**src/logic/color_pkg.sv**
```systemverilog
`default_nettype none

package color_pkg;

    // ******************************************************************
    // vector types
    // ******************************************************************
    typedef logic [7:0]         chan_t;         // one colour or luma/chroma byte
    typedef logic [2:0]         level_t;        // offset level, 4 is neutral
    typedef logic [3:0]         apb_addr_t;     // apb byte address
    typedef logic signed [19:0] acc_t;          // signed working width for the math

    // pixel bundle, c0/c1/c2 are r/g/b or y/cb/cr depending on the stage
    typedef struct packed {
        logic  vs;                              // vertical sync
        logic  hs;                              // horizontal sync
        logic  de;                              // data enable
        chan_t c0;                              // red or y
        chan_t c1;                              // green or cb
        chan_t c2;                              // blue or cr
    } pix_t;

    // per-channel levels, packed in register bit order
    typedef struct packed {
        level_t cr_lvl;                         // bits 8:6
        level_t cb_lvl;                         // bits 5:3
        level_t y_lvl;                          // bits 2:0
    } levels_t;

    // ******************************************************************
    // register map
    // ******************************************************************
    localparam apb_addr_t ADDR_CTRL   = 4'h0;   // bit 0 process_en
    localparam apb_addr_t ADDR_LEVELS = 4'h4;   // y, cb, cr levels
    localparam level_t    LEVEL_ZERO  = 3'd4;   // no offset

    // saturate a signed result into one byte
    function automatic chan_t clamp8(input acc_t v);
        chan_t res;
        if (v < 0) begin
            res = 8'h00;                        // underflow
        end else if (v > 20'sd255) begin
            res = 8'hff;                        // overflow
        end else begin
            res = v[7:0];
        end
        return res;
    endfunction

endpackage

`default_nettype wire

```
**src/logic/color_regs.sv**
```systemverilog
`timescale 1ns/100ps
`default_nettype none

module color_regs (
    input  wire logic                hdmi_rx_pix_clk,
    input  wire logic                key_rst_n,
    input  wire logic                psel,
    input  wire logic                penable,
    input  wire logic                pwrite,
    input  wire color_pkg::apb_addr_t paddr,
    input  wire logic [31:0]         pwdata,
    output logic [31:0]              prdata,
    output logic                     pready,
    output logic                     pslverr,
    output logic                     process_en,
    output color_pkg::levels_t       levels
);
    import color_pkg::*;

    logic access;                               // access phase of a transfer
    logic addr_ok;                              // address hits the map
    logic wr_en;                                // valid write this cycle

    // ******************************************************************
    // decode
    // ******************************************************************
    assign access  = psel & penable;
    assign addr_ok = (paddr == ADDR_CTRL) || (paddr == ADDR_LEVELS);
    assign wr_en   = access & pwrite & addr_ok;

    assign pready  = 1'b1;                      // zero wait states
    assign pslverr = access & ~addr_ok;         // unmapped address

    // ******************************************************************
    // registers
    // ******************************************************************
    always_ff @(posedge hdmi_rx_pix_clk) begin
        if (!key_rst_n) begin
            process_en <= 1'b1;                 // processing on by default
            levels     <= '{LEVEL_ZERO, LEVEL_ZERO, LEVEL_ZERO};
        end else if (wr_en) begin
            case (paddr)
                ADDR_CTRL:   process_en <= pwdata[0];
                ADDR_LEVELS: levels     <= levels_t'(pwdata[8:0]); // cr, cb, y
                default: ;
            endcase
        end
    end

    // read mux, unused bits and bad addresses give zero
    always_comb begin
        prdata = 32'd0;
        case (paddr)
            ADDR_CTRL:   prdata[0]   = process_en;
            ADDR_LEVELS: prdata[8:0] = levels;
            default: ;
        endcase
    end

endmodule

`default_nettype wire

```
**src/logic/rgb_to_ycbcr.sv**
```systemverilog
`timescale 1ns/100ps
`default_nettype none

module rgb_to_ycbcr (
    input  wire logic            hdmi_rx_pix_clk,
    input  wire logic            key_rst_n,
    input  wire color_pkg::pix_t pix_in,
    output color_pkg::pix_t      ycc,
    output color_pkg::pix_t      raw
);
    import color_pkg::*;

    pix_t in_r;                                 // stage 1, registered input
    pix_t s1;                                   // stage 2, rgb and sync copy
    acc_t y_acc;                                // weighted sums, stage 2
    acc_t cb_acc;
    acc_t cr_acc;
    acc_t r_s;                                  // zero-extended rgb
    acc_t g_s;
    acc_t b_s;

    assign r_s = {12'd0, in_r.c0};
    assign g_s = {12'd0, in_r.c1};
    assign b_s = {12'd0, in_r.c2};

    // ******************************************************************
    // stage 1, input register
    // ******************************************************************
    always_ff @(posedge hdmi_rx_pix_clk) begin
        if (!key_rst_n) begin
            in_r <= '0;
        end else begin
            in_r <= pix_in;                     // sample hdmi rx pins
        end
    end

    // ******************************************************************
    // stage 2, weighted sums
    // ******************************************************************
    always_ff @(posedge hdmi_rx_pix_clk) begin
        if (!key_rst_n) begin
            s1     <= '0;
            y_acc  <= '0;
            cb_acc <= '0;
            cr_acc <= '0;
        end else begin
            s1     <= in_r;                                        // sync and rgb ride along
            y_acc  <= 20'sd77 * r_s + 20'sd150 * g_s + 20'sd29 * b_s;
            cb_acc <= 20'sd128 * b_s - 20'sd43 * r_s - 20'sd85 * g_s;
            cr_acc <= 20'sd128 * r_s - 20'sd107 * g_s - 20'sd21 * b_s;
        end
    end

    // ******************************************************************
    // stage 3, shift, offset, clamp
    // ******************************************************************
    always_ff @(posedge hdmi_rx_pix_clk) begin
        if (!key_rst_n) begin
            ycc <= '0;
            raw <= '0;
        end else begin
            ycc.vs <= s1.vs;
            ycc.hs <= s1.hs;
            ycc.de <= s1.de;
            ycc.c0 <= clamp8(y_acc >>> 8);                  // y, no offset
            ycc.c1 <= clamp8((cb_acc >>> 8) + 20'sd128);    // cb centred at 128
            ycc.c2 <= clamp8((cr_acc >>> 8) + 20'sd128);    // cr centred at 128
            raw    <= s1;                                   // untouched rgb for bypass
        end
    end

endmodule

`default_nettype wire

```
**src/logic/ycbcr_adjust.sv**
```systemverilog
`timescale 1ns/100ps
`default_nettype none

module ycbcr_adjust #(
    parameter int LEVEL_STEP = 8                // offset per level step
) (
    input  wire logic               hdmi_rx_pix_clk,
    input  wire logic               key_rst_n,
    input  wire color_pkg::pix_t    ycc,
    input  wire color_pkg::pix_t    raw,
    input  wire logic               process_en,
    input  wire color_pkg::levels_t levels,
    output color_pkg::pix_t         adj,
    output logic                    bypass
);
    import color_pkg::*;

    localparam acc_t STEP = acc_t'(LEVEL_STEP);

    pix_t adj_next;                             // adjusted ycbcr, pre-register

    // add (level - 4) * step to one component and saturate
    function automatic chan_t add_lvl(input chan_t c, input level_t lvl);
        acc_t off;
        off = ($signed({17'd0, lvl}) - 20'sd4) * STEP;
        return clamp8($signed({12'd0, c}) + off);
    endfunction

    always_comb begin
        adj_next.vs = ycc.vs;
        adj_next.hs = ycc.hs;
        adj_next.de = ycc.de;
        adj_next.c0 = add_lvl(ycc.c0, levels.y_lvl);   // y
        adj_next.c1 = add_lvl(ycc.c1, levels.cb_lvl);  // cb
        adj_next.c2 = add_lvl(ycc.c2, levels.cr_lvl);  // cr
    end

    // ******************************************************************
    // single registered stage
    // ******************************************************************
    always_ff @(posedge hdmi_rx_pix_clk) begin
        if (!key_rst_n) begin
            adj    <= '0;
            bypass <= 1'b0;
        end else begin
            adj    <= process_en ? adj_next : raw;   // raw rgb when disabled
            bypass <= ~process_en;                   // flag travels with pixel
        end
    end

endmodule

`default_nettype wire

```
**src/logic/ycbcr_to_rgb.sv**
```systemverilog
`timescale 1ns/100ps
`default_nettype none

module ycbcr_to_rgb (
    input  wire logic            hdmi_rx_pix_clk,
    input  wire logic            key_rst_n,
    input  wire color_pkg::pix_t adj,
    input  wire logic            bypass,
    output color_pkg::pix_t      pix_out
);
    import color_pkg::*;

    acc_t cb_d;                                 // cb - 128
    acc_t cr_d;                                 // cr - 128
    pix_t s1;                                   // stage 1, y and sync
    logic s1_bypass;
    acc_t r_prod;                               // 359 * cr
    acc_t g_cb;                                 // 88 * cb
    acc_t g_cr;                                 // 183 * cr
    acc_t b_prod;                               // 454 * cb
    acc_t y_s;                                  // stage 1 luma, extended
    pix_t conv;                                 // converted rgb, pre-register
    pix_t s2;                                   // stage 2 result

    assign cb_d = $signed({12'd0, adj.c1}) - 20'sd128;
    assign cr_d = $signed({12'd0, adj.c2}) - 20'sd128;

    // ******************************************************************
    // stage 1, chroma products
    // ******************************************************************
    always_ff @(posedge hdmi_rx_pix_clk) begin
        if (!key_rst_n) begin
            s1        <= '0;
            s1_bypass <= 1'b0;
            r_prod    <= '0;
            g_cb      <= '0;
            g_cr      <= '0;
            b_prod    <= '0;
        end else begin
            s1        <= adj;                   // sync, y, or raw rgb
            s1_bypass <= bypass;
            r_prod    <= 20'sd359 * cr_d;
            g_cb      <= 20'sd88 * cb_d;
            g_cr      <= 20'sd183 * cr_d;
            b_prod    <= 20'sd454 * cb_d;
        end
    end

    // ******************************************************************
    // stage 2, sum, shift, clamp
    // ******************************************************************
    assign y_s = $signed({12'd0, s1.c0});

    always_comb begin
        conv.vs = s1.vs;
        conv.hs = s1.hs;
        conv.de = s1.de;
        conv.c0 = clamp8(y_s + (r_prod >>> 8));            // red
        conv.c1 = clamp8(y_s - ((g_cb + g_cr) >>> 8));     // green
        conv.c2 = clamp8(y_s + (b_prod >>> 8));            // blue
    end

    always_ff @(posedge hdmi_rx_pix_clk) begin
        if (!key_rst_n) begin
            s2 <= '0;
        end else begin
            s2 <= s1_bypass ? s1 : conv;        // already rgb when bypassed
        end
    end

    // ******************************************************************
    // stage 3, output register
    // ******************************************************************
    always_ff @(posedge hdmi_rx_pix_clk) begin
        if (!key_rst_n) begin
            pix_out <= '0;
        end else begin
            pix_out <= s2;
        end
    end

endmodule

`default_nettype wire

```
**src/logic/video_color_top.sv**
```systemverilog
`timescale 1ns/100ps
`default_nettype none

module video_color_top #(
    parameter int LEVEL_STEP = 8                // ycbcr offset per level
) (
    input  wire logic                 hdmi_rx_pix_clk,
    input  wire logic                 key_rst_n,
    // apb
    input  wire logic                 psel,
    input  wire logic                 penable,
    input  wire logic                 pwrite,
    input  wire color_pkg::apb_addr_t paddr,
    input  wire logic [31:0]          pwdata,
    output logic [31:0]               prdata,
    output logic                      pready,
    output logic                      pslverr,
    // hdmi receive
    input  wire logic                 hdmi_rx_vs,
    input  wire logic                 hdmi_rx_hs,
    input  wire logic                 hdmi_rx_de,
    input  wire logic [23:0]          hdmi_rx_data,
    // hdmi transmit
    output logic                      hdmi_tx_vs,
    output logic                      hdmi_tx_hs,
    output logic                      hdmi_tx_de,
    output logic [23:0]               hdmi_tx_data
);
    import color_pkg::*;

    pix_t    pix_in;                            // rx pins as a bundle
    pix_t    ycc;                               // decode stage out
    pix_t    raw;                               // rgb copy for bypass
    pix_t    adj;                               // execute stage out
    pix_t    pix_out;                           // result stage out
    logic    bypass;
    logic    process_en;
    levels_t levels;

    // red in the upper byte, blue in the lower
    assign pix_in = '{hdmi_rx_vs, hdmi_rx_hs, hdmi_rx_de,
                      hdmi_rx_data[23:16], hdmi_rx_data[15:8], hdmi_rx_data[7:0]};

    assign hdmi_tx_vs   = pix_out.vs;
    assign hdmi_tx_hs   = pix_out.hs;
    assign hdmi_tx_de   = pix_out.de;
    assign hdmi_tx_data = {pix_out.c0, pix_out.c1, pix_out.c2};

    // ******************************************************************
    // control registers
    // ******************************************************************
    color_regs u_color_regs (
        .hdmi_rx_pix_clk (hdmi_rx_pix_clk),
        .key_rst_n       (key_rst_n),
        .psel            (psel),
        .penable         (penable),
        .pwrite          (pwrite),
        .paddr           (paddr),
        .pwdata          (pwdata),
        .prdata          (prdata),
        .pready          (pready),
        .pslverr         (pslverr),
        .process_en      (process_en),
        .levels          (levels)
    );

    // ******************************************************************
    // pixel pipeline, 3 + 1 + 3 cycles
    // ******************************************************************
    rgb_to_ycbcr u_rgb_to_ycbcr (
        .hdmi_rx_pix_clk (hdmi_rx_pix_clk),
        .key_rst_n       (key_rst_n),
        .pix_in          (pix_in),
        .ycc             (ycc),
        .raw             (raw)
    );

    ycbcr_adjust #(
        .LEVEL_STEP      (LEVEL_STEP)
    ) u_ycbcr_adjust (
        .hdmi_rx_pix_clk (hdmi_rx_pix_clk),
        .key_rst_n       (key_rst_n),
        .ycc             (ycc),
        .raw             (raw),
        .process_en      (process_en),
        .levels          (levels),
        .adj             (adj),
        .bypass          (bypass)
    );

    ycbcr_to_rgb u_ycbcr_to_rgb (
        .hdmi_rx_pix_clk (hdmi_rx_pix_clk),
        .key_rst_n       (key_rst_n),
        .adj             (adj),
        .bypass          (bypass),
        .pix_out         (pix_out)
    );

endmodule

`default_nettype wire

```
**config.mk**
```make
export PLATFORM = sky130hd
export DESIGN_NAME = video_color_top
export DESIGN_NICKNAME = d
export VERILOG_FILES = /design/src/logic/color_pkg.sv /design/src/logic/color_regs.sv /design/src/logic/rgb_to_ycbcr.sv /design/src/logic/ycbcr_adjust.sv /design/src/logic/ycbcr_to_rgb.sv /design/src/logic/video_color_top.sv
export SDC_FILE = /design/constraint.sdc
export NUM_CORES = 1
export LEC_CHECK = 0
export ABC_CLOCK_PERIOD_IN_PS = 6300
export BUFFER_PORTS_ARGS = -buffer_cell sky130_fd_sc_hd__buf_2
export CORE_MARGIN = 4
export CORE_UTILIZATION = 60
export DETAILED_ROUTE_END_ITERATION = 10
export PLACE_DENSITY = 0.84
export SLEW_MARGIN = 0
export SYNTH_ARGS = -nofsm -noshare
export SYNTH_HDL_FRONTEND = slang
export SYNTH_SLANG_ARGS = --single-unit
```
**constraint.sdc**
```tcl
create_clock -name hdmi_rx_pix_clk -period 6.3 [get_ports hdmi_rx_pix_clk]
set_clock_uncertainty 0.2 [all_clocks]
set_input_delay 0.63 -clock hdmi_rx_pix_clk [delete_from_list [all_inputs] [get_ports hdmi_rx_pix_clk]]
set_output_delay 0.63 -clock hdmi_rx_pix_clk [all_outputs]
set_load 0.02 [all_outputs]
```
==> flow_summary.ini <==
[floorplan]
start_util = 0.609
die_area_um2 = 43700
rows = 73
io_pins = 129
die_w_um = 209
coreArea_um2 = 39800
die_h_um = 209

[finish]
antennaDiodeCount = 0
area_growth_pct = 8.53
fillCellCount = 3038
drive_gt1_frac = 0.0702
design_area_um2 = 26300
finish.utilization = 0.661
stdcell_count = 3246
nets = 3374

[placement]
gp_congestion = 0.942
dp_cells = 3189
io_buffers = 81
placedInstanceArea_um2 = 25200
dp_hpwl_mm = 42.8

[yosys]
postSynthCellCount = 2611
ys_ff_latch = 315
seq_area_frac_synth = 0.260
synth_area_um2 = 24300
synth-async-reset-ratio = 0
synth_edf_count = 0
synth.top_cell.area_share = 0.260
yosysWarnings = 0
yosys.area.top_type = dfxtp_1
ys_types = 72
yosys-top-cells-area = dfxtp_1 26%, ha_1 24%, fa_1 12%
ys.flop_type = dfxtp_1
syn_area_per_cell_um2 = 9.29

[cts]
clock-sinks = 315
cts_max_level = 1
clockBufferDepth = 3
cts_made_buffers = 31
cts-root-buf = clkbuf_16
clkTransAtPathRegs_ns = 0.07
clk_latency_ns = 0.60
cts_tree = done

[status]
status = finished, final reports clean

[setup_path]
critPathSlowestCell = dfxtp_1
startpoint_type = register
critPathArrivalTime_ns = 6.40
worst_path_largest_cell_delay_ns = 0.51
cp_common_cell = fa_1
crit_required_ns = 6.62
critPathCaptureType = register
cp_max_fo = 6
path_class = reg -> reg
path_cells = ha_1 > inv_1 > fa_1 > fa_1 > fa_1 > inv_1 > ha_1 > nor2b_1 > o21a_1 > o31a_1 > nor2_1 > xnor2_1 > fa_1 > inv_1 > ha_1 > or2_2 > a21oi_1 > a311oi_2 > o21a_1 > nor2_2 > mux2i_1

[sta]
final_hold_viol_count = 0
tightest_slew_ns = 0.869
maxSlewViolCount = 0
fin_setup_tns_ns = 0
relSlewSlack = 0.420
finalCriticalPeriod_ns = 6.08
final-setup-viol-count = 0
clock.fmax_mhz = 165
final.period_utilization = 0.965

[grt]
grt_max_degree = 86
grt_pass1_wl_mm = 88.1
overflow = 0
antenna_found_initial = 0
grt_use_total = 0.242
grt_pass1_vias = 18700

[routing]
drt-pass1-iter-count = 7
wl_per_cell_um = 16.5
via_per_inst = 5.49
vias = 17800
initialDrtViolationCount = 873
drtAntennaViolNets = 0
drc = 0
finalWirelength_mm = 53.4

[power]
p_leak_nw = 13.8
vdd_ir_drop_max_uv = 321
power_density_nw_per_um2 = 400

[worst_hold_path]
hold_path.class = in -> reg

[flow_run]
max_cap_viol_count = 0
==> cells in the mapped netlist (23+ instances only) <==
cell type  count
inv_1        462
ha_1         460
dfxtp_1      315
nor2_1       180
fa_1         147
and2_1       127
a21oi_1      114
xnor2_1      112
nand2_1       93
o21ai_0       59
nor3_1        47
o21a_1        41
xor2_1        39
a21o_1        35
clkbuf_1      34
o21bai_1      32
and3_1        26
nand3_1       25
buf_4         24
nor2b_1       24
nand2b_1      23
==> cells in the final DEF, fill, tap and decap left out, types with 7 or more instances in the layout <==
cell type  count
nor2_1       179
mux2i_1        7
nor3_1        47
a21oi_1      114
nand4_1       10
buf_2         80
ha_1         460
dfxtp_1      311
xor2_1        39
xnor2_1      112
nor2b_1       24
nand2b_1      23
and3_1        26
o21a_1        41
o21ai_0       59
fa_1         147
buf_4         18
a31oi_1        8
or2_2          8
nand2_1       93
a21oi_2        8
clkbuf_16     31
and2_1       127
a21o_1        35
nand3_1       25
a22o_1        16
a221o_1       16
o211ai_1       9
inv_1        461
o21bai_1      32
a21boi_0       8
o21ai_1        7
conb_1        24
==> worst max-delay path, delay by kind of cell (launching register included) <==
family / cells / cell delay [ns]
multiplexers: 1 / 0.25
adder cells (fa/ha/maj): 7 / 2.95
AND/OR/NAND/NOR: 4 / 0.78
AO/OA/AOI/OAI: 5 / 1.02
buffers and inverters: 3 / 0.19
XOR/XNOR: 1 / 0.10
flip-flops: 1 / 0.51
==> sequential cells by signal, summed over array words and instances (netlist names), 18 cells and up <==
name                    cells
u_ycbcr_to_rgb.s1          22
u_rgb_to_ycbcr.s1          27
u_rgb_to_ycbcr.ycc         27
u_ycbcr_to_rgb.g_cr        18
u_ycbcr_adjust.adj         27
u_ycbcr_to_rgb.pix_out     27
u_rgb_to_ycbcr.raw         24
u_ycbcr_to_rgb.s2          27
==> metal layers <==
layer	routed length, µm	up-vias	GRT usage
met4	3160	0	0.122
met3	2550	173	0.0350
met1	20500	8462	0.269
met2	27200	480	0.448
li1	-	8702	-
met5	0	-	0
==> logic make-up after synthesis <==
group	Yosys count	share of synthesized area
compound gates	407	0.115
xor+xnor	151	0.0545
fa+ha+maj	607	0.358
buf+inv	529	0.0859
flops	315	0.260
mux	9	0.00382
other cells	2	0.000310
simple gates	591	0.122
==> report_power, final <==
group / total (mW) / switching (mW) / internal (mW)
clock: 2.02 / 0.817 / 1.20
sequential: 2.63 / 0.223 / 2.40
combinational: 5.89 / 3.39 / 2.50
total: 10.5 / 4.43 / 6.11
==> final timing paths <==
path	slack, ns	startpoint	cells past startpoint	end
max	0.22	u_rgb_to_ycbcr.g_s[2]	21	u_rgb_to_ycbcr.cr_acc[15]
max reg2reg	0.22	u_rgb_to_ycbcr.g_s[2]	21	u_rgb_to_ycbcr.cr_acc[15]
min reg2reg	0.22	u_rgb_to_ycbcr.raw[21]	2	u_ycbcr_adjust.adj[21]
min	0.03	hdmi_rx_data[4]	2	u_rgb_to_ycbcr.b_s[4]
==> through the flow <==
stage / hold WS (ns) / total power, mW / worst slack, ns
after global placement: 0.205 / 8.09 / 0.431
after global routing: 0.0217 / 11.5 / -0.00657
after detailed placement: 0.198 / 8.44 / 0.197
final: 0.0297 / 10.5 / 0.223
after CTS: 0.00109 / 10.5 / 0.170
after floorplan: 0.192 / 7.07 / 0.650
==> cell type report <==
class,instances,area (µm²),share of cell area
clock inverter,17,278,0.0105
inverter,464,1750,0.0663
tap,525,657,0.0249
multi-input combinational,1789,16000,0.606
timing repair buffer,98,536,0.0203
clock buffer,38,842,0.0320
sequential,315,6310,0.240
==> repair_timing <==
| item | 4_1_cts | 5_1_grt |
|---|---|---|
| resized for setup | 0 | 8 |
| hold buffers | 0 | 0 |
| setup endpoints to repair | 0 | 12 |
| setup buffers | 0 | 2 |
Note: power is estimated with default switching activity, not from simulation.
